<file path="src/hw/dispatch_pkg.sv">
`default_nettype none

package dispatch_pkg;

    localparam int DISPATCH_WIDTH = 2;
    // two sources per slot, source k belongs to slot k/2
    localparam int NUM_SRC = 4;
    localparam int NUM_CDB = 2;
    localparam int NUM_IQ = 4;

    typedef logic [31:0] word_t;
    typedef logic [31:0] pc_t;
    typedef logic [4:0]  areg_t;
    typedef logic [5:0]  preg_t;
    typedef logic [1:0]  fu_sel_t;
    typedef logic [1:0]  iq_idx_t;

    // function-unit codes
    localparam fu_sel_t FU_ALU = 2'd0;
    localparam fu_sel_t FU_MDU = 2'd1;
    localparam fu_sel_t FU_LSU = 2'd2;

    // issue queue order
    localparam iq_idx_t IQ_ALU0 = 2'd0;
    localparam iq_idx_t IQ_ALU1 = 2'd1;
    localparam iq_idx_t IQ_MDU  = 2'd2;
    localparam iq_idx_t IQ_LSU  = 2'd3;

    // bundle from rename
    typedef struct packed {
        logic    [DISPATCH_WIDTH-1:0] valid;
        pc_t     [DISPATCH_WIDTH-1:0] pc;
        areg_t   [DISPATCH_WIDTH-1:0] areg;
        preg_t   [DISPATCH_WIDTH-1:0] preg;
        logic    [DISPATCH_WIDTH-1:0] w_reg;
        logic    [DISPATCH_WIDTH-1:0] w_mem;
        fu_sel_t [DISPATCH_WIDTH-1:0] fu;
        preg_t   [NUM_SRC-1:0]        src_preg;
        logic    [NUM_SRC-1:0]        use_imm;
        logic    [NUM_SRC-1:0]        rename_data_valid;
        word_t   [NUM_SRC-1:0]        arf_data;
        word_t   [DISPATCH_WIDTH-1:0] imm;
    } rename_bundle_t;

    typedef struct packed {
        logic  we;
        preg_t preg;
        word_t data;
    } cdb_t;

    typedef struct packed {
        logic        valid;
        pc_t         pc;
        areg_t       areg;
        preg_t       preg;
        preg_t [1:0] src_preg;
        logic        w_reg;
        logic        w_mem;
    } rob_entry_t;

    // one queue entry, whole bundle plus per-slot choose mask
    typedef struct packed {
        logic    [DISPATCH_WIDTH-1:0] choose;
        preg_t   [NUM_SRC-1:0]        src_preg;
        word_t   [NUM_SRC-1:0]        data;
        logic    [NUM_SRC-1:0]        data_valid;
        fu_sel_t [DISPATCH_WIDTH-1:0] fu;
        preg_t   [DISPATCH_WIDTH-1:0] preg;
    } issue_pkt_t;

endpackage

`default_nettype wire

</file>
<file path="src/hw/dispatch_route.sv">
`timescale 1ns/10ps
`default_nettype none

module dispatch_route
    import dispatch_pkg::*;
(
    input  logic                               clk,
    input  logic                               rst_n_i,
    input  logic                               flush_i,
    input  logic                               rn_valid_i,
    input  rename_bundle_t                     rn_bundle_i,
    output logic                               rn_ready_o,
    input  word_t      [NUM_SRC-1:0]           opnd_data_i,
    input  logic       [NUM_SRC-1:0]           opnd_valid_i,
    input  logic       [NUM_IQ-1:0]            room_i,
    output logic       [DISPATCH_WIDTH-1:0]    rob_we_o,
    output rob_entry_t [DISPATCH_WIDTH-1:0]    rob_entry_o,
    output logic       [NUM_IQ-1:0]            push_valid_o,
    output issue_pkt_t [NUM_IQ-1:0]            push_pkt_o
);

    logic accept;
    logic [NUM_IQ-1:0][DISPATCH_WIDTH-1:0] choose;
    issue_pkt_t [NUM_IQ-1:0] pkt_d;
    logic [NUM_IQ-1:0] push_valid_q;
    issue_pkt_t [NUM_IQ-1:0] push_pkt_q;
    logic [DISPATCH_WIDTH-1:0][NUM_IQ-1:0] slot_taken;

    // every queue must be able to take a full bundle
    assign rn_ready_o = (&room_i) & ~flush_i;
    assign accept     = rn_valid_i & rn_ready_o;

    always_comb begin
        for (int i = 0; i < DISPATCH_WIDTH; i++) begin
            rob_we_o[i]             = accept & rn_bundle_i.valid[i];
            rob_entry_o[i].valid    = rn_bundle_i.valid[i];
            rob_entry_o[i].pc       = rn_bundle_i.pc[i];
            rob_entry_o[i].areg     = rn_bundle_i.areg[i];
            rob_entry_o[i].preg     = rn_bundle_i.preg[i];
            rob_entry_o[i].src_preg = {rn_bundle_i.src_preg[2 * i + 1],
                                       rn_bundle_i.src_preg[2 * i]};
            rob_entry_o[i].w_reg    = rn_bundle_i.w_reg[i];
            rob_entry_o[i].w_mem    = rn_bundle_i.w_mem[i];
        end
    end

    // steering: alu split by destination parity
    always_comb begin
        choose = '0;
        for (int j = 0; j < DISPATCH_WIDTH; j++) begin
            if (rn_bundle_i.valid[j]) begin
                case (rn_bundle_i.fu[j])
                    FU_ALU: begin
                        if (rn_bundle_i.preg[j][0]) begin
                            choose[IQ_ALU1][j] = 1'b1;
                        end else begin
                            choose[IQ_ALU0][j] = 1'b1;
                        end
                    end
                    FU_MDU: choose[IQ_MDU][j] = 1'b1;
                    FU_LSU: choose[IQ_LSU][j] = 1'b1;
                    default: ;
                endcase
            end
        end
    end

    always_comb begin
        for (int q = 0; q < NUM_IQ; q++) begin
            pkt_d[q].choose     = choose[q];
            pkt_d[q].src_preg   = rn_bundle_i.src_preg;
            pkt_d[q].data       = opnd_data_i;
            pkt_d[q].data_valid = opnd_valid_i;
            pkt_d[q].fu         = rn_bundle_i.fu;
            pkt_d[q].preg       = rn_bundle_i.preg;
        end
    end

    // push only toward queues with a nonzero mask
    always_ff @(posedge clk) begin
        if (!rst_n_i || flush_i) begin
            push_valid_q <= '0;
        end else if (accept) begin
            for (int q = 0; q < NUM_IQ; q++) begin
                push_valid_q[q] <= |choose[q];
            end
        end else begin
            push_valid_q <= '0;
        end
    end

    always_ff @(posedge clk) begin
        if (accept) begin
            push_pkt_q <= pkt_d;
        end
    end

    assign push_valid_o = push_valid_q;
    assign push_pkt_o   = push_pkt_q;

    always_comb begin
        for (int j = 0; j < DISPATCH_WIDTH; j++) begin
            for (int q = 0; q < NUM_IQ; q++) begin
                slot_taken[j][q] = push_valid_q[q] & push_pkt_q[q].choose[j];
            end
        end
    end

    // an accepted slot lands in exactly one queue on the next cycle
    for (genvar j = 0; j < DISPATCH_WIDTH; j++) begin : g_slot_chk
        a_slot_onehot : assert property (@(posedge clk) disable iff (!rst_n_i)
            accept && rn_bundle_i.valid[j] |=> $onehot(slot_taken[j]));
    end

    for (genvar q = 0; q < NUM_IQ; q++) begin : g_room_chk
        a_push_room : assert property (@(posedge clk) disable iff (!rst_n_i)
            push_valid_q[q] |-> $past(room_i[q]));
    end

endmodule

`default_nettype wire

</file>
<file path="config.mk">
export PLATFORM = sky130hd
export DESIGN_NAME = dispatch_route
export DESIGN_NICKNAME = d
export VERILOG_FILES = /design/src/hw/dispatch_pkg.sv /design/src/hw/dispatch_route.sv
export SDC_FILE = /design/constraint.sdc
export NUM_CORES = 1
export LEC_CHECK = 0
export ABC_AREA = 0
export BUFFER_PORTS_ARGS = -buffer_cell sky130_fd_sc_hd__buf_2
export CORE_AREA = 2 2 505 507
export CTS_BUF_LIST = sky130_fd_sc_hd__clkbuf_8
export DETAILED_ROUTE_END_ITERATION = 8
export DIE_AREA = 0 0 507 509
export PLACE_DENSITY = 0.3
export SYNTH_ARGS = -nofsm -noshare
export SYNTH_HDL_FRONTEND = slang
export SYNTH_SLANG_ARGS = --single-unit
</file>
<file path="constraint.sdc">
create_clock -name clk -period 14.7 [get_ports clk]
set_input_delay 0.735 -clock clk [delete_from_list [all_inputs] [get_ports clk]]
set_output_delay 0.735 -clock clk [all_outputs]
set_load 0.05 [all_outputs]
</file>
**Word-level counts from Yosys, hierarchy flattened**

Index checks and enable logic that the tools add are counted.

- Register bits after elaboration: 184
- Bits of input ports: 460
- Output and inout bits: 819
- Word-level logic and storage cells: 58

- Eq/ne operators: 4
- Muxes and demuxes: 20
- Bitwise gates (word level): 6
- Reductions and logical operators: 10

Operator list:

| operator | count |
|---|---|
| $mux 1 | 20 |
| $reduce_or 2->1 | 5 |
| $and 1x1->1 | 4 |
| $eq 2x1->1 const B | 2 |
| $eq 2x2->1 const B | 2 |
| $logic_not 2->1 | 2 |
| $reduce_and 4->1 | 1 |
| $not 1->1 | 2 |
| $logic_not 1->1 | 1 |
| $logic_or 1x1->1 | 1 |

**Logic depth before layout (Yosys ltp)**

- Depth after elaboration: 5
- Gate-level depth with buffers: 2

**Worst setup path after synthesis**

No wires, ideal clock.

- Kind: input to register
- Start point: input room_i[3]
- End point: register push_pkt_q, in the netlist push_pkt_o[172], enable pin
- Arrival: 13165 ps
- Path slack: 595 ps
- Stages on the path: 2
- Path buffers: 0
- Path through: nand3_1 > nor3_1

- Word-level cells in the longest chain between the ends: 3

Ends and longest elaborated chain:

| what | line | text |
|---|---|---|
| start: declaration | dispatch_route.sv:15 | `input logic [NUM_IQ-1:0] room_i,` |
| $reduce_and 4->1 | dispatch_route.sv:30 | `assign rn_ready_o = (&room_i) & ~flush_i;` |
| $and 1x1->1 | dispatch_route.sv:30 |  |
| $and 1x1->1 | dispatch_route.sv:31 | `assign accept = rn_valid_i & rn_ready_o;` |
| net accept | dispatch_route.sv:22 | `logic accept;` |
| end signal: assignment | dispatch_route.sv:94 | `push_pkt_q <= pkt_d;` |
| end: declaration | dispatch_route.sv:26 | `issue_pkt_t [NUM_IQ-1:0] push_pkt_q;` |

The timed path passes the listed nets, and every way through them passes these cells.
A chain may end at the register's enable or synchronous reset.

**Worst setup path in the final report**

- Start point: input room_i[3]
- End point: register push_pkt_q, in the netlist push_pkt_o[594], enable pin

The elaborated chain is that of the path after synthesis.

==> results_dict.tcl <==
set metrics [dict create \
    drt_iter0_markers 378 \
    path_max_fanout 52 \
    placedCellCount 4502 \
    antenna_found_initial 52 \
    ir_drop_mv 0.0442 \
    netlist_instances 842 \
    coreArea_um2 253000 \
    synth_compound_area_frac 0.00431 \
    grt_setup_unrepaired "no" \
    wl_per_cell_um 19.0 \
    core.rowCount 185 \
    grt_max_degree 54 \
    fp.dieH_um 509 \
    leakage_nw 5.64 \
    synth_top_area_cell "edfxtp_1" \
    fill_cells 29803 \
    clock_sinks 184 \
    total_power_mw 1.20 \
    whs_endpoint "push_pkt_o[580]" \
    synth_seq_cells 184 \
    synth.top_cells.by_count "632 x buf_4, 180 x edfxtp_1, 4 x dfxtp_1" \
    cp-end-kind "flip-flop" \
    setup_violations 0 \
    wirelength_mm 86.3 \
    ys_warn_count 0 \
    yosysTopAreaCellShare 0.517 \
    cts_tree "built" \
    initial_core_util 0.0413 \
    async_reset_ff_frac 0 \
    timing.critical_path.buf_inv 4 \
    crit_top_cell "buf_4" \
    hp-start "opnd_data_i[38]" \
    htree_levels 4 \
    synth-simple-area-share 0.0152 \
    critPathTopFamily "buffers and inverters" \
    nNetsFinal 1623 \
    fin_util 0.0594 \
    drive_gt1_frac 0.824 \
    critPathKind "in -> reg" \
    ioPinCount 1279 \
    timing.fmax_mhz 336 \
    synth_nets 1302 \
    slew_violations 0 \
    grt_pass1_vias 6177 \
    path_clk_slew_ps 170 \
    overflow 0 \
    hold_class "in -> reg" \
    hold_viol 0 \
    power_density_nw_per_um2 80.2 \
    yosysSeqAreaShare 0.525 \
    syn_area_um2 10400 \
    hold_depth 1 \
    firstDrtPassIters 4 \
    synth_mux_area_frac 0 \
    cts_root_buf "clkbuf_8" \
    clk_path_buf_depth 3 \
    drc 0 \
    finalCriticalPeriod_ps 2970 \
    seqCellArea_um2 5490 \
    fin_crit_sh 0.202 \
    worstPathArrival_ps 3230 \
    numPortBuffers 922 \
    worst_pin_slew_ps 862 \
    slowest_delay_ps 680 \
    grt_pass1_wl_mm 96.4 \
    post-cts-setup-buffers 0 \
    multi_input_area_um2 209 \
    cpMaxStageDelayCell "buf_4" \
    die_x_um 507 \
    synth.most_common_cell "buf_4" \
    synthFlopType "edfxtp_1" \
    die_area_um2 258000 \
    crit_cells 6 \
    final_cells 4554 \
    vias 7049 \
    synth_edf_count 180 \
    grtUsageTotal 0.0632 \
    synthXorXnorAreaFrac 0 \
    cts_hold_buf 0 \
    ys_top_cells_by_area "edfxtp_1 52%, buf_4 45%, dfxtp_1 0.77%, o211a_1 0.29%, nor4b_2 0.29%" \
    synthAdderAreaFrac 0 \
    drv_cap 0 \
    gp_congestion 0.792 \
    area_growth_pct 43.8 \
    netlist-cell-type-count 20 \
    synth_top_family_by_area "buffers and inverters" \
    path_cells "buf_2, nand3_1, nor3_2, buf_4, buf_4, buf_4" \
    postRouteAntennaNets 0 \
    status "finished, final reports clean" \
    fin_tns_setup_ps 0 \
    timing.slew.headroom 0.425 \
    cts_buffers 25 \
    worstSetupStartpointType "input pin" \
    cts_resized 0 \
    worstPathRequired_ps 14950 \
    dp_hpwl_mm 75.8 \
    routed_via_density 1.55 \
    avgSynthCellArea_um2 12.4 \
]
==> worst max path at each step <==
stage	slack (ps)	start	endpoint
after floorplan	590	room_i[3]	push_pkt_o[172]
after global placement	10880	room_i[3]	push_pkt_o[579]
after detailed placement	10920	room_i[3]	push_pkt_o[671]
after CTS	11690	room_i[3]	push_pkt_o[594]
after global routing	11530	room_i[3]	push_pkt_o[594]
final	11730	room_i[3]	push_pkt_o[594]
==> state kept, by name (all words and copies together), names as in the netlist <==
register and cells:
push_pkt_o 180, push_valid_o 4
==> per-stage QoR <==
step	setup slack [ps]	hold slack [ps]	instance area (um2)
2_1_floorplan	595	834	10400
3_3_place_gp	10880	913	14600
3_5_place_dp	10920	913	14600
4_1_cts	11690	71.5	15000
5_1_grt	11530	96.9	15000
6_report	11730	218	15000
==> final cells by class <==
| class | instances | share of cell area |
|---|---|---|
| Clock buffer | 25 | 0.0229 |
| Timing Repair Buffer | 926 | 0.309 |
| Tap cell | 3366 | 0.280 |
| Multi-Input combinational cell | 23 | 0.0139 |
| Inverter | 3 | 0.000750 |
| Antenna cell | 22 | 0.00367 |
| Clock inverter | 5 | 0.00367 |
| Sequential cell | 184 | 0.365 |
==> layer usage <==
layer,part of all wire,track usage
met5,0.00031,0
met4,0.065,0.0429
met3,0.12,0.0316
met2,0.46,0.0998
met1,0.36,0.0660
==> report_power, final <==
part / switching [mW] / internal [mW] / total (mW)
Clock: 0.274 / 0.175 / 0.449
Sequential: 0.0142 / 0.581 / 0.596
Combinational: 0.125 / 0.0349 / 0.159
==> cell usage in the layout, fill, tap and decap left out, types with 2 or more instances in the layout <==
cell type,count
buf_2,922
buf_4,4
clkbuf_8,25
clkinv_1,2
clkinv_4,2
dfxtp_1,4
diode_2,22
edfxtp_1,180
inv_1,3
nand2_1,3
nor3_1,2
nor4b_2,2
o211a_1,3
==> cells by family (layout without fill, tap and decap cells) <==
kind of cell	after synthesis	in the layout
flip-flops	184	184
other	0	22
AO/OA/AOI/OAI	4	4
buffers and inverters	635	959
AND/OR/NAND/NOR	19	19
No activity file was read; power rests on OpenSTA's default activity.
