--- src/hw/dispatch_pkg.sv ---
`default_nettype none

package dispatch_pkg;

    localparam int DISPATCH_WIDTH = 2;
    // two sources per slot, source k belongs to slot k/2
    localparam int NUM_SRC = 4;
    localparam int NUM_CDB = 2;
    localparam int NUM_IQ = 4;

    typedef logic [31:0] word_t;
    typedef logic [31:0] pc_t;
    typedef logic [4:0]  areg_t;
    typedef logic [5:0]  preg_t;
    typedef logic [1:0]  fu_sel_t;
    typedef logic [1:0]  iq_idx_t;

    // function-unit codes
    localparam fu_sel_t FU_ALU = 2'd0;
    localparam fu_sel_t FU_MDU = 2'd1;
    localparam fu_sel_t FU_LSU = 2'd2;

    // issue queue order
    localparam iq_idx_t IQ_ALU0 = 2'd0;
    localparam iq_idx_t IQ_ALU1 = 2'd1;
    localparam iq_idx_t IQ_MDU  = 2'd2;
    localparam iq_idx_t IQ_LSU  = 2'd3;

    // bundle from rename
    typedef struct packed {
        logic    [DISPATCH_WIDTH-1:0] valid;
        pc_t     [DISPATCH_WIDTH-1:0] pc;
        areg_t   [DISPATCH_WIDTH-1:0] areg;
        preg_t   [DISPATCH_WIDTH-1:0] preg;
        logic    [DISPATCH_WIDTH-1:0] w_reg;
        logic    [DISPATCH_WIDTH-1:0] w_mem;
        fu_sel_t [DISPATCH_WIDTH-1:0] fu;
        preg_t   [NUM_SRC-1:0]        src_preg;
        logic    [NUM_SRC-1:0]        use_imm;
        logic    [NUM_SRC-1:0]        rename_data_valid;
        word_t   [NUM_SRC-1:0]        arf_data;
        word_t   [DISPATCH_WIDTH-1:0] imm;
    } rename_bundle_t;

    typedef struct packed {
        logic  we;
        preg_t preg;
        word_t data;
    } cdb_t;

    typedef struct packed {
        logic        valid;
        pc_t         pc;
        areg_t       areg;
        preg_t       preg;
        preg_t [1:0] src_preg;
        logic        w_reg;
        logic        w_mem;
    } rob_entry_t;

    // one queue entry, whole bundle plus per-slot choose mask
    typedef struct packed {
        logic    [DISPATCH_WIDTH-1:0] choose;
        preg_t   [NUM_SRC-1:0]        src_preg;
        word_t   [NUM_SRC-1:0]        data;
        logic    [NUM_SRC-1:0]        data_valid;
        fu_sel_t [DISPATCH_WIDTH-1:0] fu;
        preg_t   [DISPATCH_WIDTH-1:0] preg;
    } issue_pkt_t;

endpackage

`default_nettype wire

--- src/hw/operand_select.sv ---
`timescale 1ns/10ps
`default_nettype none

module operand_select
    import dispatch_pkg::*;
(
    input  rename_bundle_t        rn_bundle_i,
    input  cdb_t  [NUM_CDB-1:0]   cdb_i,
    input  word_t [NUM_SRC-1:0]   rob_data_i,
    input  logic  [NUM_SRC-1:0]   rob_complete_i,
    output word_t [NUM_SRC-1:0]   opnd_data_o,
    output logic  [NUM_SRC-1:0]   opnd_valid_o
);

    word_t [NUM_SRC-1:0] rename_word;
    word_t [NUM_SRC-1:0] cdb_word;
    logic  [NUM_SRC-1:0] cdb_hit;
    word_t [NUM_SRC-1:0] late_word;

    // value carried by rename, imm or arf
    always_comb begin
        for (int k = 0; k < NUM_SRC; k++) begin
            if (rn_bundle_i.use_imm[k]) begin
                rename_word[k] = rn_bundle_i.imm[k / 2];
            end else begin
                rename_word[k] = rn_bundle_i.arf_data[k];
            end
        end
    end

    // cdb bypass, matches from both entries ORed together
    always_comb begin
        for (int k = 0; k < NUM_SRC; k++) begin
            cdb_hit[k]  = 1'b0;
            cdb_word[k] = '0;
            for (int j = 0; j < NUM_CDB; j++) begin
                if (cdb_i[j].we && (cdb_i[j].preg == rn_bundle_i.src_preg[k])) begin
                    cdb_hit[k]  = 1'b1;
                    cdb_word[k] = cdb_word[k] | cdb_i[j].data;
                end
            end
        end
    end

    // cdb beats rob
    always_comb begin
        for (int k = 0; k < NUM_SRC; k++) begin
            if (cdb_hit[k]) begin
                late_word[k] = cdb_word[k];
            end else begin
                late_word[k] = rob_data_i[k];
            end
        end
    end

    // rename data first
    always_comb begin
        for (int k = 0; k < NUM_SRC; k++) begin
            if (rn_bundle_i.rename_data_valid[k]) begin
                opnd_data_o[k] = rename_word[k];
            end else begin
                opnd_data_o[k] = late_word[k];
            end
            opnd_valid_o[k] = rn_bundle_i.rename_data_valid[k]
                            | cdb_hit[k]
                            | rob_complete_i[k];
        end
    end

endmodule

`default_nettype wire

--- config.mk ---
export PLATFORM = sky130hd
export DESIGN_NAME = operand_select
export DESIGN_NICKNAME = d
export VERILOG_FILES = /design/src/hw/dispatch_pkg.sv /design/src/hw/operand_select.sv
export SDC_FILE = /design/constraint.sdc
export NUM_CORES = 1
export LEC_CHECK = 0
export BUFFER_PORTS_ARGS = -buffer_cell sky130_fd_sc_hd__buf_2
export CAP_MARGIN = 10
export CORE_AREA = 2 2 260 262
export DETAILED_ROUTE_END_ITERATION = 8
export DIE_AREA = 0 0 262 264
export PLACE_DENSITY = 0.37
export SETUP_SLACK_MARGIN = 0.05
export SLEW_MARGIN = 0
export SYNTH_ARGS = -nofsm -noshare
export SYNTH_HDL_FRONTEND = slang
export SYNTH_SLANG_ARGS = --single-unit
export TNS_END_PERCENT = 5
--- constraint.sdc ---
create_clock -name vclk -period 4
set_input_delay 0.2 -clock vclk [all_inputs]
set_output_delay 0.2 -clock vclk [all_outputs]
set_load 0.01 [all_outputs]
---- Yosys cells after proc, flatten, opt, wreduce, memory -nomap -nowiden ----
Index checks and enable logic that the tools add are counted.
storage, ports and cells
  register bits ........................... 0
  input bits .............................. 530
  output and inout port bits .............. 132
cells by class
  equality and inequality tests ........... 8
  muxes and demuxes ....................... 28
  bitwise logic cells ..................... 12
  reduce and logical (&&, ||, !) cells .... 8
operator list
  kind               count
  $mux 32            20
  $or 32x32->32      4
  $eq 6x6->1         8
  $logic_and 1x1->1  8
  $mux 1             8
  $or 1x1->1         8

---- Depth between registers and ports, before layout ----
Gate-level depths: netlist of run 1.
  depth in word-level cells ............... 7
  mapped depth ............................ 8
  mapped depth without buffers ............ 5

---- Worst setup path after synthesis of run 1 ----
OpenSTA, ideal clock, no wires.
  path kind ............................... input port to output port
  from .................................... input port cdb_i[36] (netlist name)
  to ...................................... output port opnd_data_o[1] (netlist name)
  arrival ................................. 1714 ps
  slack ................................... 2086 ps
  stages on the path ...................... 8
  buffers on the path ..................... 3
  cells stage by stage .................... buf_2 xnor2_1 nand3_1 or3_1 buf_2 buf_6 o221ai_1 a2bb2oi_1
RTL lines
  element             RTL line              RTL
  start: declaration  operand_select.sv:8   input cdb_t [NUM_CDB-1:0] cdb_i,
  end: declaration    operand_select.sv:11  output word_t [NUM_SRC-1:0] opnd_data_o,

==> results of run 1 <==
==> Yosys cell counts <==
master,n,area [µm²]
clkinv_1,1,3.75
nor3_1,2,10.0
buf_2,47,235
or3b_1,6,52.6
nor3_2,2,20.0
or3b_2,3,26.3
clkbuf_1,61,229
nand2_1,126,473
nor3b_1,87,653
o221ai_1,33,289
o22ai_1,23,144
xnor2_1,38,333
o31a_1,23,201
buf_6,5,56.3
nand3_2,1,10.0
o41a_1,31,349
a2bb2oi_1,33,289
a32oi_1,41,359
inv_1,3,11.3
nor2_1,63,236
or3_1,6,37.5
buf_1,8,30.0
mux2i_1,128,1280
nand3_1,81,405
buf_4,1,7.51
or4_1,5,37.5
nor4_2,2,25.0
a31oi_1,41,257
nor4_4,4,85.1
xnor2_2,2,32.5
xor2_1,8,70.1
==> how the worst max path moves through the flow <==
stage	end	start	slack (ns)	cells past startpoint
finish	opnd_data_o[20]	cdb_i[36]	1.20	7
global placement	opnd_data_o[20]	cdb_i[36]	1.18	7
CTS	opnd_data_o[20]	cdb_i[36]	1.16	7
floorplan	opnd_data_o[1]	cdb_i[36]	2.09	8
global route	opnd_data_o[22]	cdb_i[36]	1.07	8
detailed placement	opnd_data_o[20]	cdb_i[36]	1.16	7
==> cell families (layout without fill, tap and decap cells) <==
family / Yosys count / after routing / share of synthesized area, %
AOI/OAI and AO/OA: 225 / 225 / 30.2
xor gates and xnor gates: 48 / 48 / 6.97
buffers and inverters: 126 / 601 / 9.17
muxes: 128 / 128 / 20.5
other: 0 / 7 / 0
and+or+nand+nor: 388 / 388 / 33.2
==> power by group through the flow <==
stage / Sequential (mW) / Combinational [mW] / Clock, mW
floorplan: 0 / 0.556 / 0
global placement: 0 / 1.16 / 0
detailed placement: 0 / 1.16 / 0
CTS: 0 / 1.17 / 0
global route: 0 / 1.23 / 0.000000100
finish: 0 / 1.14 / 0.000000235
==> metal layers <==
layer  track usage, %  vias up  wire (µm)
li1                 -     4499          -
met4             3.31       14       1490
met3             2.63       73       4220
met2             31.1      516      31400
met5                0        -         81
met1             16.7     4850      21200
==> area by class of cell <==
| type | count | area [µm²] | area share (%) |
|---|---|---|---|
| Multi-Input combinational cell | 789 | 5710 | 57.6 |
| Tap cell | 873 | 1090 | 11.0 |
| Inverter | 4 | 15.0 | 0.152 |
| Antenna cell | 7 | 17.5 | 0.177 |
| Timing Repair Buffer | 597 | 3070 | 31.0 |
==> flow_summary.json, run 1 <==
{
  "dp_cells": 2263,
  "finalNonFillerCells": 2270,
  "rsz0062_at_grt": "false",
  "crit_buf_inv": 2,
  "hp-class": "primary input to primary output",
  "layout_setup_ws_ns": 1.20,
  "layout-drive-gt1-share_pct": 44.2,
  "placementRows": 95,
  "yosysUniqueCellTypes": 31,
  "fp.dieH_um": 264,
  "power.switching_mw": 0.655,
  "flops_and_latches": 0,
  "avgViaCountPerCell": 4.38,
  "core_um2": 66600,
  "wl_per_cell_um": 25.7,
  "path_common_cell": "buf_2",
  "first_global_vias": 10100,
  "min_period_over_period_pct": 70.0,
  "grt_first_pass_wirelength_um": 76900,
  "drc": 0,
  "setup_violations": 0,
  "syn_nets": 1445,
  "slowest_stage": "or3_1",
  "cpPeakStageDelay_ns": 0.83,
  "final_area_um2": 9900,
  "holdPathStages": 3,
  "final_nets": 1922,
  "yosys_warnings": 0,
  "slew_headroom_pct": 25.4,
  "ios": 662,
  "path_cells": "buf_2, xnor2_1, nand3_1, or3_1, o221ai_1, a2bb2oi_1, buf_2",
  "status": "finished clean",
  "first_pass_iters": 5,
  "max-vdd-ir-drop_mv": 0.0391,
  "cp_max_fo": 20,
  "avgSynthCellArea_um2": 6.83,
  "final_util_pct": 14.9,
  "ant_nets": 0,
  "clock_buffers": 0,
  "antenna_found_initial": 16,
  "place_ws_ns": 1.16,
  "setup_tns_ns": 0,
  "power_switching_share_pct": 57.2,
  "worst_slew_pin_slew_ns": 1.12,
  "cp-end-kind": "primary output",
  "postCtsResizedCells": 0,
  "die_area_um2": 69200,
  "drt_iter0_markers": 562,
  "mostFrequentLayoutCells": "564 x buf_2, 128 x mux2i_1, 126 x nand2_1",
  "drt-total-wl_um": 58400,
  "p_int_mw": 0.489,
  "overflow": 0,
  "leakage_nw": 4.39,
  "mostFrequentLayoutCell": "buf_2",
  "p_per_area_nw_per_um2": 116,
  "fill_cells": 7836,
  "ys_seq_area_share_pct": 0,
  "postCtsHoldBufs": 0,
  "required_ns": 3.80,
  "place_hpwl_um": 49100,
  "finalHoldViolCount": 0,
  "die_w_um": 262,
  "min-delay-start": "rob_complete_i[1]",
  "hold_slack_ns": 0.676,
  "vias": 9952,
  "portBuffers": 566,
  "syn2layout_area_growth_pct": 58.4,
  "cp_top_family": "simple AND/OR/NAND/NOR gates",
  "cts_setup_buffers": 0,
  "syn_area_um2": 6250,
  "place_area_um2": 9880,
  "synth_cells": 915,
  "regArea_um2": 0,
  "maxCapViolations": 0,
  "track_usage_pct": 15.6,
  "critPathKind": "primary input to primary output",
  "clock_power_share_pct": 0,
  "holdPathEnd": "opnd_valid_o[1]",
  "start_util_pct": 9.39,
  "pwr-share-comb_pct": 100.0,
  "start_kind": "primary input",
  "seqPwrFrac_pct": 0,
  "place.gp.congestion": 0.836,
  "worstPathArrival_ns": 2.60,
  "max_freq_mhz": 357,
  "grt_max_degree": 54,
  "slew_viol_final": 0,
  "power.total_mw": 1.14,
  "fin_crit_ns": 2.80
}
(Power assumes the default switching activity.)
==> run 2, diff against run 1 <==
PLACE_DENSITY = 0.38   (was 0.37)
clock period = 2.4 ns   (was 4 ns; I/O delays follow)
==> flow_summary.json, run 2 (synthesized netlist as in run 1, its figures left out) <==
{
  "finalHoldViolCount": 0,
  "flops_and_latches": 0,
  "p_int_mw": 0.848,
  "max_freq_mhz": 435,
  "layout-drive-gt1-share_pct": 45.3,
  "hp-class": "primary input to primary output",
  "first_pass_iters": 8,
  "worstPathArrival_ns": 2.18,
  "maxCapViolations": 0,
  "seqPwrFrac_pct": 0,
  "antenna_found_initial": 19,
  "p_per_area_nw_per_um2": 191,
  "fin_crit_ns": 2.30,
  "clock_buffers": 0,
  "fill_cells": 7878,
  "first_global_vias": 10400,
  "rsz0062_at_grt": "false",
  "ios": 662,
  "setup_violations": 0,
  "track_usage_pct": 16.0,
  "cp-end-kind": "primary output",
  "pwr-share-comb_pct": 100.0,
  "drt-total-wl_um": 59100,
  "place.gp.congestion": 0.823,
  "grt_first_pass_wirelength_um": 78700,
  "cp_max_fo": 25,
  "holdPathStages": 3,
  "syn2layout_area_growth_pct": 64.5,
  "worst_slew_pin_slew_ns": 0.847,
  "max-vdd-ir-drop_mv": 0.0707,
  "die_area_um2": 69200,
  "power_switching_share_pct": 56.8,
  "leakage_nw": 4.57,
  "wl_per_cell_um": 25.9,
  "slew_viol_final": 0,
  "portBuffers": 566,
  "min_period_over_period_pct": 95.7,
  "clock_power_share_pct": 0,
  "postCtsHoldBufs": 0,
  "postCtsResizedCells": 0,
  "cts_setup_buffers": 0,
  "power.total_mw": 1.96,
  "mostFrequentLayoutCell": "buf_2",
  "placementRows": 95,
  "place_hpwl_um": 50200,
  "vias": 10000,
  "grt_max_degree": 74,
  "power.switching_mw": 1.12,
  "ant_nets": 0,
  "critPathKind": "primary input to primary output",
  "required_ns": 2.28,
  "die_w_um": 262,
  "min-delay-start": "rob_complete_i[0]",
  "setup_tns_ns": 0,
  "slew_headroom_pct": 43.2,
  "regArea_um2": 0,
  "start_kind": "primary input",
  "avgViaCountPerCell": 4.37,
  "drt_iter0_markers": 636,
  "drc": 0,
  "final_nets": 1941,
  "final_util_pct": 15.4,
  "mostFrequentLayoutCells": "564 x buf_2, 128 x mux2i_1, 126 x nand2_1",
  "start_util_pct": 9.39,
  "status": "finished clean",
  "overflow": 0,
  "holdPathEnd": "opnd_valid_o[0]",
  "fp.dieH_um": 264,
  "core_um2": 66600
}
-- run 2: cell count changes in the layout (fill, tap and decap cells not counted), sizes merged --
cell   delta
buf      +19
diode     -2
-- run 2: metal layers --
metal	part of all wire, %	track usage, %	vias up
li1	-	-	4534
met1	38	17.4	4856
met2	51	30.3	505
met3	6.7	3.12	85
met4	3.9	5.44	24
met5	0.26	0	-
-- run 2: how the worst max path moves through the flow --
| stage | startpoint | to | slack [ns] |
|---|---|---|---|
| after floorplan | cdb_i[36] | opnd_data_o[1] | 0.65 |
| after global placement | cdb_i[32] | opnd_data_o[54] | 0.16 |
| after detailed placement | cdb_i[32] | opnd_data_o[54] | 0.15 |
| after CTS | cdb_i[32] | opnd_data_o[54] | 0.15 |
| after global routing | cdb_i[36] | opnd_data_o[20] | 0.05 |
| final | cdb_i[32] | opnd_data_o[20] | 0.10 |
-- run 2: worst max-delay path, stage by stage --
cell and delay, ns:
buf_2 0.21, xnor2_1 0.15, nand3_1 0.17, or3_2 0.55, buf_12 0.18, o221ai_1 0.29, a2bb2oi_1 0.23, buf_2 0.22
-- run 2: through the flow --
step / setup WS [ns] / instances / area, µm² / hold WS (ns)
6_report: 0.103 / 2287 / 10300 / 0.518
3_5_place_dp: 0.152 / 2282 / 10300 / 0.520
3_3_place_gp: 0.164 / 2282 / 10300 / 0.518
4_1_cts: 0.150 / 2282 / 10300 / 0.520
5_1_grt: 0.0528 / 2284 / 10300 / 0.530
2_1_floorplan: 0.646 / 915 / 6250 / 0.367
-- run 2: area by class of cell --
| cell class | instances | area, µm² | share of cell area (%) |
|---|---|---|---|
| Antenna cell | 5 | 12.5 | 0.122 |
| Inverter | 4 | 15.0 | 0.146 |
| Multi-Input combinational cell | 789 | 5710 | 55.5 |
| Tap cell | 873 | 1090 | 10.6 |
| Timing Repair Buffer | 616 | 3450 | 33.6 |
-- run 2: power by group through the flow --
stage	Clock (mW)	Sequential [mW]	Combinational, mW
final	0.000000281	0	1.96
after floorplan	0	0	0.927
after CTS	0	0	2.00
after global placement	0	0	1.98
after global routing	0.000000112	0	2.11
after detailed placement	0	0	1.99
