[config.mk]
export PLATFORM = sky130hd
export DESIGN_NAME = issue_queue
export DESIGN_NICKNAME = d
export VERILOG_FILES = /design/src/hw/dispatch_pkg.sv /design/src/hw/issue_queue.sv
export SDC_FILE = /design/constraint.sdc
export NUM_CORES = 1
export LEC_CHECK = 0
export BUFFER_PORTS_ARGS = -buffer_cell sky130_fd_sc_hd__buf_4
export CAP_MARGIN = 30
export CORE_MARGIN = 5
export CORE_UTILIZATION = 55
export DETAILED_ROUTE_END_ITERATION = 8
export PLACE_DENSITY = 0.74
export SLEW_MARGIN = 15
export SYNTH_ARGS = -nofsm -noshare
export SYNTH_HDL_FRONTEND = slang
export SYNTH_SLANG_ARGS = --single-unit
[constraint.sdc]
create_clock -name clk -period 18 [get_ports clk]
set_input_delay 0.9 -clock clk [delete_from_list [all_inputs] [get_ports clk]]
set_output_delay 0.9 -clock clk [all_outputs]
set_load 0.01 [all_outputs]
[src/hw/dispatch_pkg.sv]
`default_nettype none

package dispatch_pkg;

    localparam int DISPATCH_WIDTH = 2;
    // two sources per slot, source k belongs to slot k/2
    localparam int NUM_SRC = 4;
    localparam int NUM_CDB = 2;
    localparam int NUM_IQ = 4;

    typedef logic [31:0] word_t;
    typedef logic [31:0] pc_t;
    typedef logic [4:0]  areg_t;
    typedef logic [5:0]  preg_t;
    typedef logic [1:0]  fu_sel_t;
    typedef logic [1:0]  iq_idx_t;

    // function-unit codes
    localparam fu_sel_t FU_ALU = 2'd0;
    localparam fu_sel_t FU_MDU = 2'd1;
    localparam fu_sel_t FU_LSU = 2'd2;

    // issue queue order
    localparam iq_idx_t IQ_ALU0 = 2'd0;
    localparam iq_idx_t IQ_ALU1 = 2'd1;
    localparam iq_idx_t IQ_MDU  = 2'd2;
    localparam iq_idx_t IQ_LSU  = 2'd3;

    // bundle from rename
    typedef struct packed {
        logic    [DISPATCH_WIDTH-1:0] valid;
        pc_t     [DISPATCH_WIDTH-1:0] pc;
        areg_t   [DISPATCH_WIDTH-1:0] areg;
        preg_t   [DISPATCH_WIDTH-1:0] preg;
        logic    [DISPATCH_WIDTH-1:0] w_reg;
        logic    [DISPATCH_WIDTH-1:0] w_mem;
        fu_sel_t [DISPATCH_WIDTH-1:0] fu;
        preg_t   [NUM_SRC-1:0]        src_preg;
        logic    [NUM_SRC-1:0]        use_imm;
        logic    [NUM_SRC-1:0]        rename_data_valid;
        word_t   [NUM_SRC-1:0]        arf_data;
        word_t   [DISPATCH_WIDTH-1:0] imm;
    } rename_bundle_t;

    typedef struct packed {
        logic  we;
        preg_t preg;
        word_t data;
    } cdb_t;

    typedef struct packed {
        logic        valid;
        pc_t         pc;
        areg_t       areg;
        preg_t       preg;
        preg_t [1:0] src_preg;
        logic        w_reg;
        logic        w_mem;
    } rob_entry_t;

    // one queue entry, whole bundle plus per-slot choose mask
    typedef struct packed {
        logic    [DISPATCH_WIDTH-1:0] choose;
        preg_t   [NUM_SRC-1:0]        src_preg;
        word_t   [NUM_SRC-1:0]        data;
        logic    [NUM_SRC-1:0]        data_valid;
        fu_sel_t [DISPATCH_WIDTH-1:0] fu;
        preg_t   [DISPATCH_WIDTH-1:0] preg;
    } issue_pkt_t;

endpackage

`default_nettype wire

[src/hw/issue_queue.sv]
`timescale 1ns/10ps
`default_nettype none

module issue_queue
    import dispatch_pkg::*;
#(
    parameter int DEPTH = 8
) (
    input  logic       clk,
    input  logic       rst_n_i,
    input  logic       flush_i,
    input  logic       push_valid_i,
    input  issue_pkt_t push_pkt_i,
    output logic       room_o,
    input  logic       pop_ready_i,
    output logic       pop_valid_o,
    output issue_pkt_t pop_pkt_o
);

    localparam int PTR_W = $clog2(DEPTH);
    localparam int CNT_W = $clog2(DEPTH + 1);
    localparam logic [PTR_W-1:0] PTR_LAST = PTR_W'(DEPTH - 1);
    // two free entries left
    localparam logic [CNT_W-1:0] ROOM_MAX = CNT_W'(DEPTH - 2);
    localparam logic [CNT_W-1:0] CNT_FULL = CNT_W'(DEPTH);

    issue_pkt_t mem [DEPTH];
    logic [PTR_W-1:0] rd_ptr;
    logic [PTR_W-1:0] wr_ptr;
    logic [CNT_W-1:0] count;
    logic push;
    logic pop;

    assign pop_valid_o = (count != '0);
    assign pop_pkt_o   = mem[rd_ptr];
    assign room_o      = (count <= ROOM_MAX);

    assign push = push_valid_i;
    assign pop  = pop_valid_o & pop_ready_i;

    always_ff @(posedge clk) begin
        if (push) begin
            mem[wr_ptr] <= push_pkt_i;
        end
    end

    always_ff @(posedge clk) begin
        if (!rst_n_i || flush_i) begin
            wr_ptr <= '0;
        end else if (push) begin
            if (wr_ptr == PTR_LAST) begin
                wr_ptr <= '0;
            end else begin
                wr_ptr <= wr_ptr + 1'b1;
            end
        end
    end

    always_ff @(posedge clk) begin
        if (!rst_n_i || flush_i) begin
            rd_ptr <= '0;
        end else if (pop) begin
            if (rd_ptr == PTR_LAST) begin
                rd_ptr <= '0;
            end else begin
                rd_ptr <= rd_ptr + 1'b1;
            end
        end
    end

    always_ff @(posedge clk) begin
        if (!rst_n_i || flush_i) begin
            count <= '0;
        end else begin
            case ({push, pop})
                2'b10:   count <= count + 1'b1;
                2'b01:   count <= count - 1'b1;
                default: count <= count;
            endcase
        end
    end

    // room flag upstream must keep a full queue from seeing a push
    a_no_push_full : assert property (@(posedge clk) disable iff (!rst_n_i)
        push_valid_i |-> (count != CNT_FULL));

    a_count_range : assert property (@(posedge clk) disable iff (!rst_n_i)
        count <= CNT_FULL);

endmodule

`default_nettype wire

Word-level counts from Yosys, hierarchy flattened --
Memory sizes are Yosys's and may differ from the RTL's. A register that Yosys moved wholly into a read port is not among the register bits. Cells that the tools add are included.
Storage, ports and cells: bits in registers 10, bits in writable memories 1392, input port bits 179, output and inout port bits 176, word-level logic and storage cells 25, memories 1
Memories:
- mem | depth 8, bits a word 174, read ports 1, clocked after memory_dff 1, write ports 1, RTL line issue_queue.sv:27 | issue_pkt_t mem [DEPTH];
Operators by class: add/subtract/negate cells 4, order comparisons 1, equal/unequal tests 4, multiplexer cells 7, bitwise gates (word level) 1, reduce and logical (&&, ||, !) cells 4
Operator list (number):
- $mux W3 | 4
- $pmux W4 S2 | 1
- $add A3 B1 Y3 const B | 2
- $eq A3 B3 Y1 const B | 2
- $add A4 B1 Y4 const B | 1
- $le A4 B3 Y1 const B | 1
- $reduce_bool A4 Y1 | 1
- $sub A4 B1 Y4 const B | 1
- $eq A2 B1 Y1 const B | 1
- $eq A2 B2 Y1 const B | 1
- $mux W1 | 2
- $reduce_bool A2 Y1 | 1
- $and A1 B1 Y1 | 1
- $logic_not A1 Y1 | 1
- $logic_or A1 B1 Y1 | 1

Longest topological paths before layout --
Gate-level depths: netlist (run 1).
depth in word-level cells 4, mapped depth 11, depth with buffers taken out 10

Least setup slack after synthesis (run 1) --
Ideal clock, no wire load.
kind in2reg, start input port push_valid_i, end memory mem[0][0] (netlist bit), enable pin, library setup time 921 ps, data arrival time 12734 ps, data required time 17079 ps, slack 4344 ps, cell stages on the path 2, buffers on the path 0, cell sequence nand2b_1 > nor3_1
On the way: longest elaborated chain between the ends 2
RTL lines:
- from (decl) | RTL line issue_queue.sv:12 | input logic push_valid_i,
- $mux W1 | RTL line issue_queue.sv:42 | if (push) begin
- $mux W1 (not written as such) | RTL line issue_queue.sv:43 | mem[wr_ptr] <= push_pkt_i;
- to (decl) | RTL line issue_queue.sv:27
No other way between the ends.

==> metrics.cfg, run 1 <==
[status]
status = finished, final reports clean

[floorplan]
die_area_um2 = 102000
io_pins = 355
rows = 113
die_h_um = 320
start_util = 0.555
die_w_um = 320
core-area_um2 = 95300

[logic_synthesis]
synth_top_family_by_area = multiplexers
synth_cell_types = 28
synthMuxAreaShare = 0.186
synth_fa_ha_area_frac = 0.00166
seq_area_frac_synth = 0.795
synth_nets = 2275
mappedNetlistArea_um2 = 52900
synth_cells = 2089
avgSynthCellArea_um2 = 25.3
synth_top_area_share = 0.790
yosys.area.top_type = edfxtp_1
synth_xor_area_frac = 0.000497
yosysWarnings = 0
yosys-top-cells-area = edfxtp_1 (79%), mux4_2 (15%), mux2_2 (3.7%), buf_6 (0.77%), dfxtp_1 (0.49%)
synth-seq-cells = 1405
yosys.area_share.simple = 0.00310
synth_compound_gate_area_share = 0.00151

[global_routing]
gr-total-overflow = 0
gr-usage-all-layers = 0.209
grt_pass1_vias = 25300
grt_max_degree = 157
antenna_found_initial = 15
grt_pass1_wl_um = 159000

[hold_path]
holdCritStartpoint = push_pkt_i[112]
hold_depth = 1
whs_endpoint = mem[3][112]
hp-class = input pin to flop

[worst_setup_path]
start_kind = flop
ff2ff_setup_slack_ns = 15.14
worstReg2RegStart = count[0]
criticalPathCategory = flop to output port
crit_slowest_cell = dfxtp_4
cpMostUsedCell = buf_4
crit_fanout = 40
r2r_cells = 10
max_stage_delay_ns = 0.69
arrival_ns = 4.84
critical-path-top-delay-family = buffers and inverters
cp-end-kind = output port
worstPathRequired_ns = 17.10
cp_num_buf_inv = 7
path_cells = buf_12 -> buf_4 -> buf_16 -> buf_4 -> buf_4 -> buf_16 -> mux4_2 -> mux2_2 -> buf_4
r2r_end = count[2]

[clocking]
cts_sinks = 1405
htree_num_levels = 4
clock_path_buffers = 3
cts_tree = built
cts_buffers = 138
clock_latency_ns = 0.72
post_cts_buffers = 0
clockRootBuffer = clkbuf_16
cts_hold_buf = 0
cts-resized-gates = 0
path_clk_slew_ns = 0.06

[timing]
slew_headroom = 0.230
finalClockSkew_ns = 0.0174
fin_crit_sh = 0.319
finalSetupViolCount = 0
rsz0062_at_grt = false
hold_violations = 0
maxSlewViolCount = 0
clock.fmax_mhz = 174
fin_setup_tns_ns = 0
worst_pin_slew_ns = 1.15
min_period_ns = 5.74

[final_layout]
layout_common_cells = edfxtp_1 (1392), buf_4 (395), mux4_2 (348)
nFillCells = 6104
syn_to_final_growth_pct = 16.0
layout_commonest_cell = edfxtp_1
register_area_um2 = 42100
instances_no_fill = 3909
multi_input_area_um2 = 10200
fin_nets = 2720
drive_above_1_share = 0.423

[detailed_routing]
first_pass_iters = 5
vias = 23200
ant_nets = 0
drc = 0
initialDrtViolationCount = 2082
finalWirelength_um = 106000
detail_route.wl_per_cell_um = 27.1
via_per_inst = 5.94

[pwr]
ir_drop_v = 0.0000831
power_density_nw_per_um2 = 108
sw_frac_of_total = 0.194
p_seq_frac = 0.550
power.leakage_nw = 19.4
clockPowerShare = 0.410
intPower_w = 0.00534
switchingPower_w = 0.00129
comb_power_share = 0.040

[placement]
gp_congestion = 0.729
dp_cells = 3656
port_buffers = 354
dp_hpwl_um = 57400

[job]
cap_violations = 0

[synthesized netlist by cell type (all sizes together)]
| cell type | count |
|---|---|
| a2111o | 1 |
| a21o | 1 |
| a21oi | 8 |
| a31oi | 1 |
| and3b | 1 |
| buf | 66 |
| clkbuf | 33 |
| dfxtp | 13 |
| edfxtp | 1392 |
| ha | 7 |
| inv | 2 |
| mux2 | 174 |
| mux2i | 3 |
| mux4 | 348 |
| nand2 | 7 |
| nand2b | 4 |
| nand3 | 3 |
| nor2 | 12 |
| nor2b | 1 |
| nor3 | 3 |
| o21ai | 3 |
| or3 | 2 |
| or4 | 1 |
| xor2 | 3 |
[area by class of cell]
cell class	instances	area share
flip-flops and latches	1405	0.685
well taps	1265	0.0258
inverters	2	0.000122
diodes	11	0.000448
clock buffers	168	0.0598
clock inverters	71	0.00986
multi-input cells	583	0.167
repair buffers	404	0.0518
[worst max-delay path by stage]
| stage | startpoint | end | slack, ns | depth (start not counted) |
|---|---|---|---|---|
| 6_report | flop | pop_pkt_o[60] | 12.26 | 9 |
| 4_1_cts | flop | pop_pkt_o[60] | 11.68 | 7 |
| 3_3_place_gp | flop | pop_pkt_o[128] | 12.05 | 6 |
| 3_5_place_dp | flop | pop_pkt_o[89] | 12.52 | 7 |
| 2_1_floorplan | push_valid_i | mem[0][0] | 4.34 | 2 |
| 5_1_grt | flop | pop_pkt_o[60] | 11.81 | 9 |
[routing by layer]
layer	vias up	share of wire	GRT usage
li1	9915	-	-
met1	12400	0.40	0.282
met2	743	0.51	0.347
met3	154	0.070	0.0529
met4	6	0.020	0.0567
met5	-	0.00026	0
[logic make-up after synthesis]
group	after synthesis
buf+inv	101
flops	1405
fa+ha+maj	7
simple gates	34
compound gates	14
xor+xnor	3
mux	525
[power by group through the flow]
stage                     logic, W  registers, W  clock network [W]
after floorplan           0.000123       0.00373                  0
after global placement    0.000254       0.00371                  0
after detailed placement  0.000264       0.00372                  0
after CTS                 0.000266       0.00365            0.00278
after global routing      0.000283       0.00365            0.00293
final                     0.000263       0.00365            0.00272
[worst register-to-register path: stages, from the launching register on]
cell and delay, ns:
dfxtp_1 0.38, or4_2 0.75, nand2_1 0.20, inv_1 0.08
ha_1 0.25, xor2_1 0.17, ha_1 0.19, a21oi_1 0.18
xor2_1 0.11, or3_1 0.32, a21oi_1 0.16
[stage by stage]
step	total power (W)	instance area (µm²)	hold slack [ns]	utilization	setup slack [ns]
after floorplan	0.00385	52900	0.454	-	4.34
after global placement	0.00397	56900	0.458	0.597	12.05
after detailed placement	0.00398	57000	0.481	0.598	12.52
after CTS	0.00669	61300	0.335	0.643	11.68
after global routing	0.00686	61400	0.356	0.644	11.81
final	0.00663	61400	0.398	0.644	12.26
[flip-flops by register name (all words and copies together) (netlist names), named ones only]
name,flops
wr_ptr,3
count,4
rd_ptr,3
mem,1392
(Power assumes the default switching activity.)
==> run 2: changes to the inputs <==
Settings changed: CORE_UTILIZATION 55 to 54, PLACE_DENSITY 0.74 to 0.75.
Clock period 18 ns to 5.2 ns, I/O delays scaled along.
==> metrics.cfg, run 2 (synthesis gave the netlist of run 1 again) <==
[global_routing]
gr-usage-all-layers = 0.210  ; +0.00168
gr-total-overflow = 0  ; unchanged
grt_pass1_wl_um = 163000  ; +2.3%
antenna_found_initial = 11  ; -4
grt_pass1_vias = 26100  ; +3.3%
grt_max_degree = 95  ; -39%

[worst_setup_path]
cp-end-kind = output port
path_cells = buf_12 -> buf_4 -> mux4_2 -> mux2_2 -> buf_4
worstReg2RegStart = count[1]
max_stage_delay_ns = 0.58  ; -0.11 ns
critical-path-top-delay-family = buffers and inverters
crit_slowest_cell = mux4_2
crit_fanout = 29  ; -28%
criticalPathCategory = flop to output port
cpMostUsedCell = buf_4
worst-path-stages = 5  ; -4
r2r_cells = 10  ; unchanged
arrival_ns = 3.25  ; -1.59 ns
cp_num_buf_inv = 3  ; -4
worstPathRequired_ns = 4.94  ; -12.16 ns
start_kind = flop

[clocking]
cts_sinks = 1405  ; unchanged
clock_latency_ns = 0.74  ; +0.02 ns
clock_path_buffers = 3  ; unchanged
cts_buffers = 138  ; unchanged
cts_tree = built
path_clk_slew_ns = 0.06  ; about the same
cts-resized-gates = 0  ; unchanged
clockRootBuffer = clkbuf_16
htree_num_levels = 4  ; unchanged

[timing]
clock.fmax_mhz = 285
finalWorstSetupSlack_ns = 1.69  ; -10.57 ns
worst_pin_slew_ns = 0.993  ; -0.162 ns
finalSetupViolCount = 0  ; unchanged
timing.hold.ws_ns = 0.292  ; -0.106 ns
fin_crit_sh = 0.675
min_period_ns = 3.51
maxSlewViolCount = 0  ; unchanged
hold_violations = 0  ; unchanged
finalClockSkew_ns = 0.0329  ; +0.0155 ns
slew_headroom = 0.338  ; +0.108
rsz0062_at_grt = false

[floorplan]
rows = 114  ; +0.88%
die_w_um = 323  ; +0.89%
core-area_um2 = 97000  ; +1.8%
io_pins = 355  ; unchanged
die_area_um2 = 104000  ; +1.8%
start_util = 0.545  ; -0.00973
die_h_um = 323  ; +0.89%

[detailed_routing]
ant_nets = 0  ; unchanged
drc = 0  ; unchanged
finalWirelength_um = 109000  ; +2.7%
via_per_inst = 5.86  ; -1.3%
initialDrtViolationCount = 2218  ; +6.5%
detail_route.wl_per_cell_um = 26.5  ; -2.1%
vias = 24000  ; +3.5%
first_pass_iters = 5  ; unchanged

[placement]
place_ws_ns = 2.22  ; -10.30 ns
port_buffers = 354  ; unchanged
dp_hpwl_um = 56300  ; -2.0%
gp_congestion = 0.726  ; -0.48%

[final_layout]
largestRegisters = mem: 1392 flops, count: 4 flops
drive_above_1_share = 0.400  ; -0.0238
largest_register = mem
layout_commonest_cell = edfxtp_1
largest_register_ffs = 1392  ; unchanged
nFillCells = 5950  ; -2.5%
syn_to_final_growth_pct = 20.0
fin_nets = 2889  ; +6.2%
layout_common_cells = edfxtp_1 (1392), buf_4 (368), mux4_2 (348)

[hold_path]
hold_depth = 2  ; +1
holdCritStartpoint = push_pkt_i[130]
hp-class = input pin to flop

[pwr]
power.leakage_nw = 20.2  ; +4.2%
ir_drop_v = 0.000301  ; +260%
power_density_nw_per_um2 = 368  ; +240%
finalPower_w = 0.0234  ; +250%

[status]
status = finished, final reports clean

[job]
cap_violations = 0  ; unchanged

-- run 2: changes by cell type in the layout (fill, tap and decap cells not counted), sizes merged --
cell,before,now
bufinv,9,11
buf,404,393
clkbuf,168,169
inv,4,10
diode,11,8
clkinvlp,2,6
dlygate4sd3,0,180
-- run 2: routing by layer --
metal  global-route usage  part of all wire  vias to the layer above
met4               0.0537             0.019                        8
met1                0.277              0.39                    12800
met2                0.364              0.53                      816
met3               0.0469             0.065                      156
li1                     -                 -                    10200
met5                    0           0.00044                        -
-- run 2: worst paths after layout --
| kind | endpoint | slack [ns] |
|---|---|---|
| max reg2reg | count[2] | 2.47 |
| min | mem[6][130] | 0.29 |
| max | pop_pkt_o[147] | 1.69 |
| min reg2reg | flop | 0.48 |
-- run 2: where the power goes --
group          leakage [nW]  total [W]  internal [W]  switching, W
combinational          5.28    0.00104      0.000535      0.000504
clock                  2.17    0.00969       0.00559       0.00410
sequential             12.8     0.0126        0.0126     0.0000370
-- run 2: per-stage QoR --
step / instances / TNS, ns / utilization / cell area [µm²]
3_5_place_dp: 3658 / 0 / 0.589 / 57200
5_1_grt: 4096 / 0 / 0.654 / 63500
4_1_cts: 4090 / 0 / 0.654 / 63400
2_1_floorplan: 2089 / -436.84 / - / 52900
3_3_place_gp: 3658 / 0 / 0.589 / 57200
6_report: 4099 / 0 / 0.654 / 63500
-- run 2: cell type report --
class | instances | area (µm²) | area share
inverter | 2 | 7.51 | 0.000118
antenna | 8 | 20.0 | 0.000315
clock buffer | 169 | 3650 | 0.0576
sequential | 1405 | 42100 | 0.663
timing repair buffer | 573 | 5060 | 0.0798
tap | 1276 | 1600 | 0.0252
clock inverter | 83 | 797 | 0.0126
multi-input combinational | 583 | 10300 | 0.162
-- run 2: what timing repair did --
item	in CTS	in global routing
setup buffers	0	0
hold buffers	180	0
endpoints found under the hold margin	1404	0
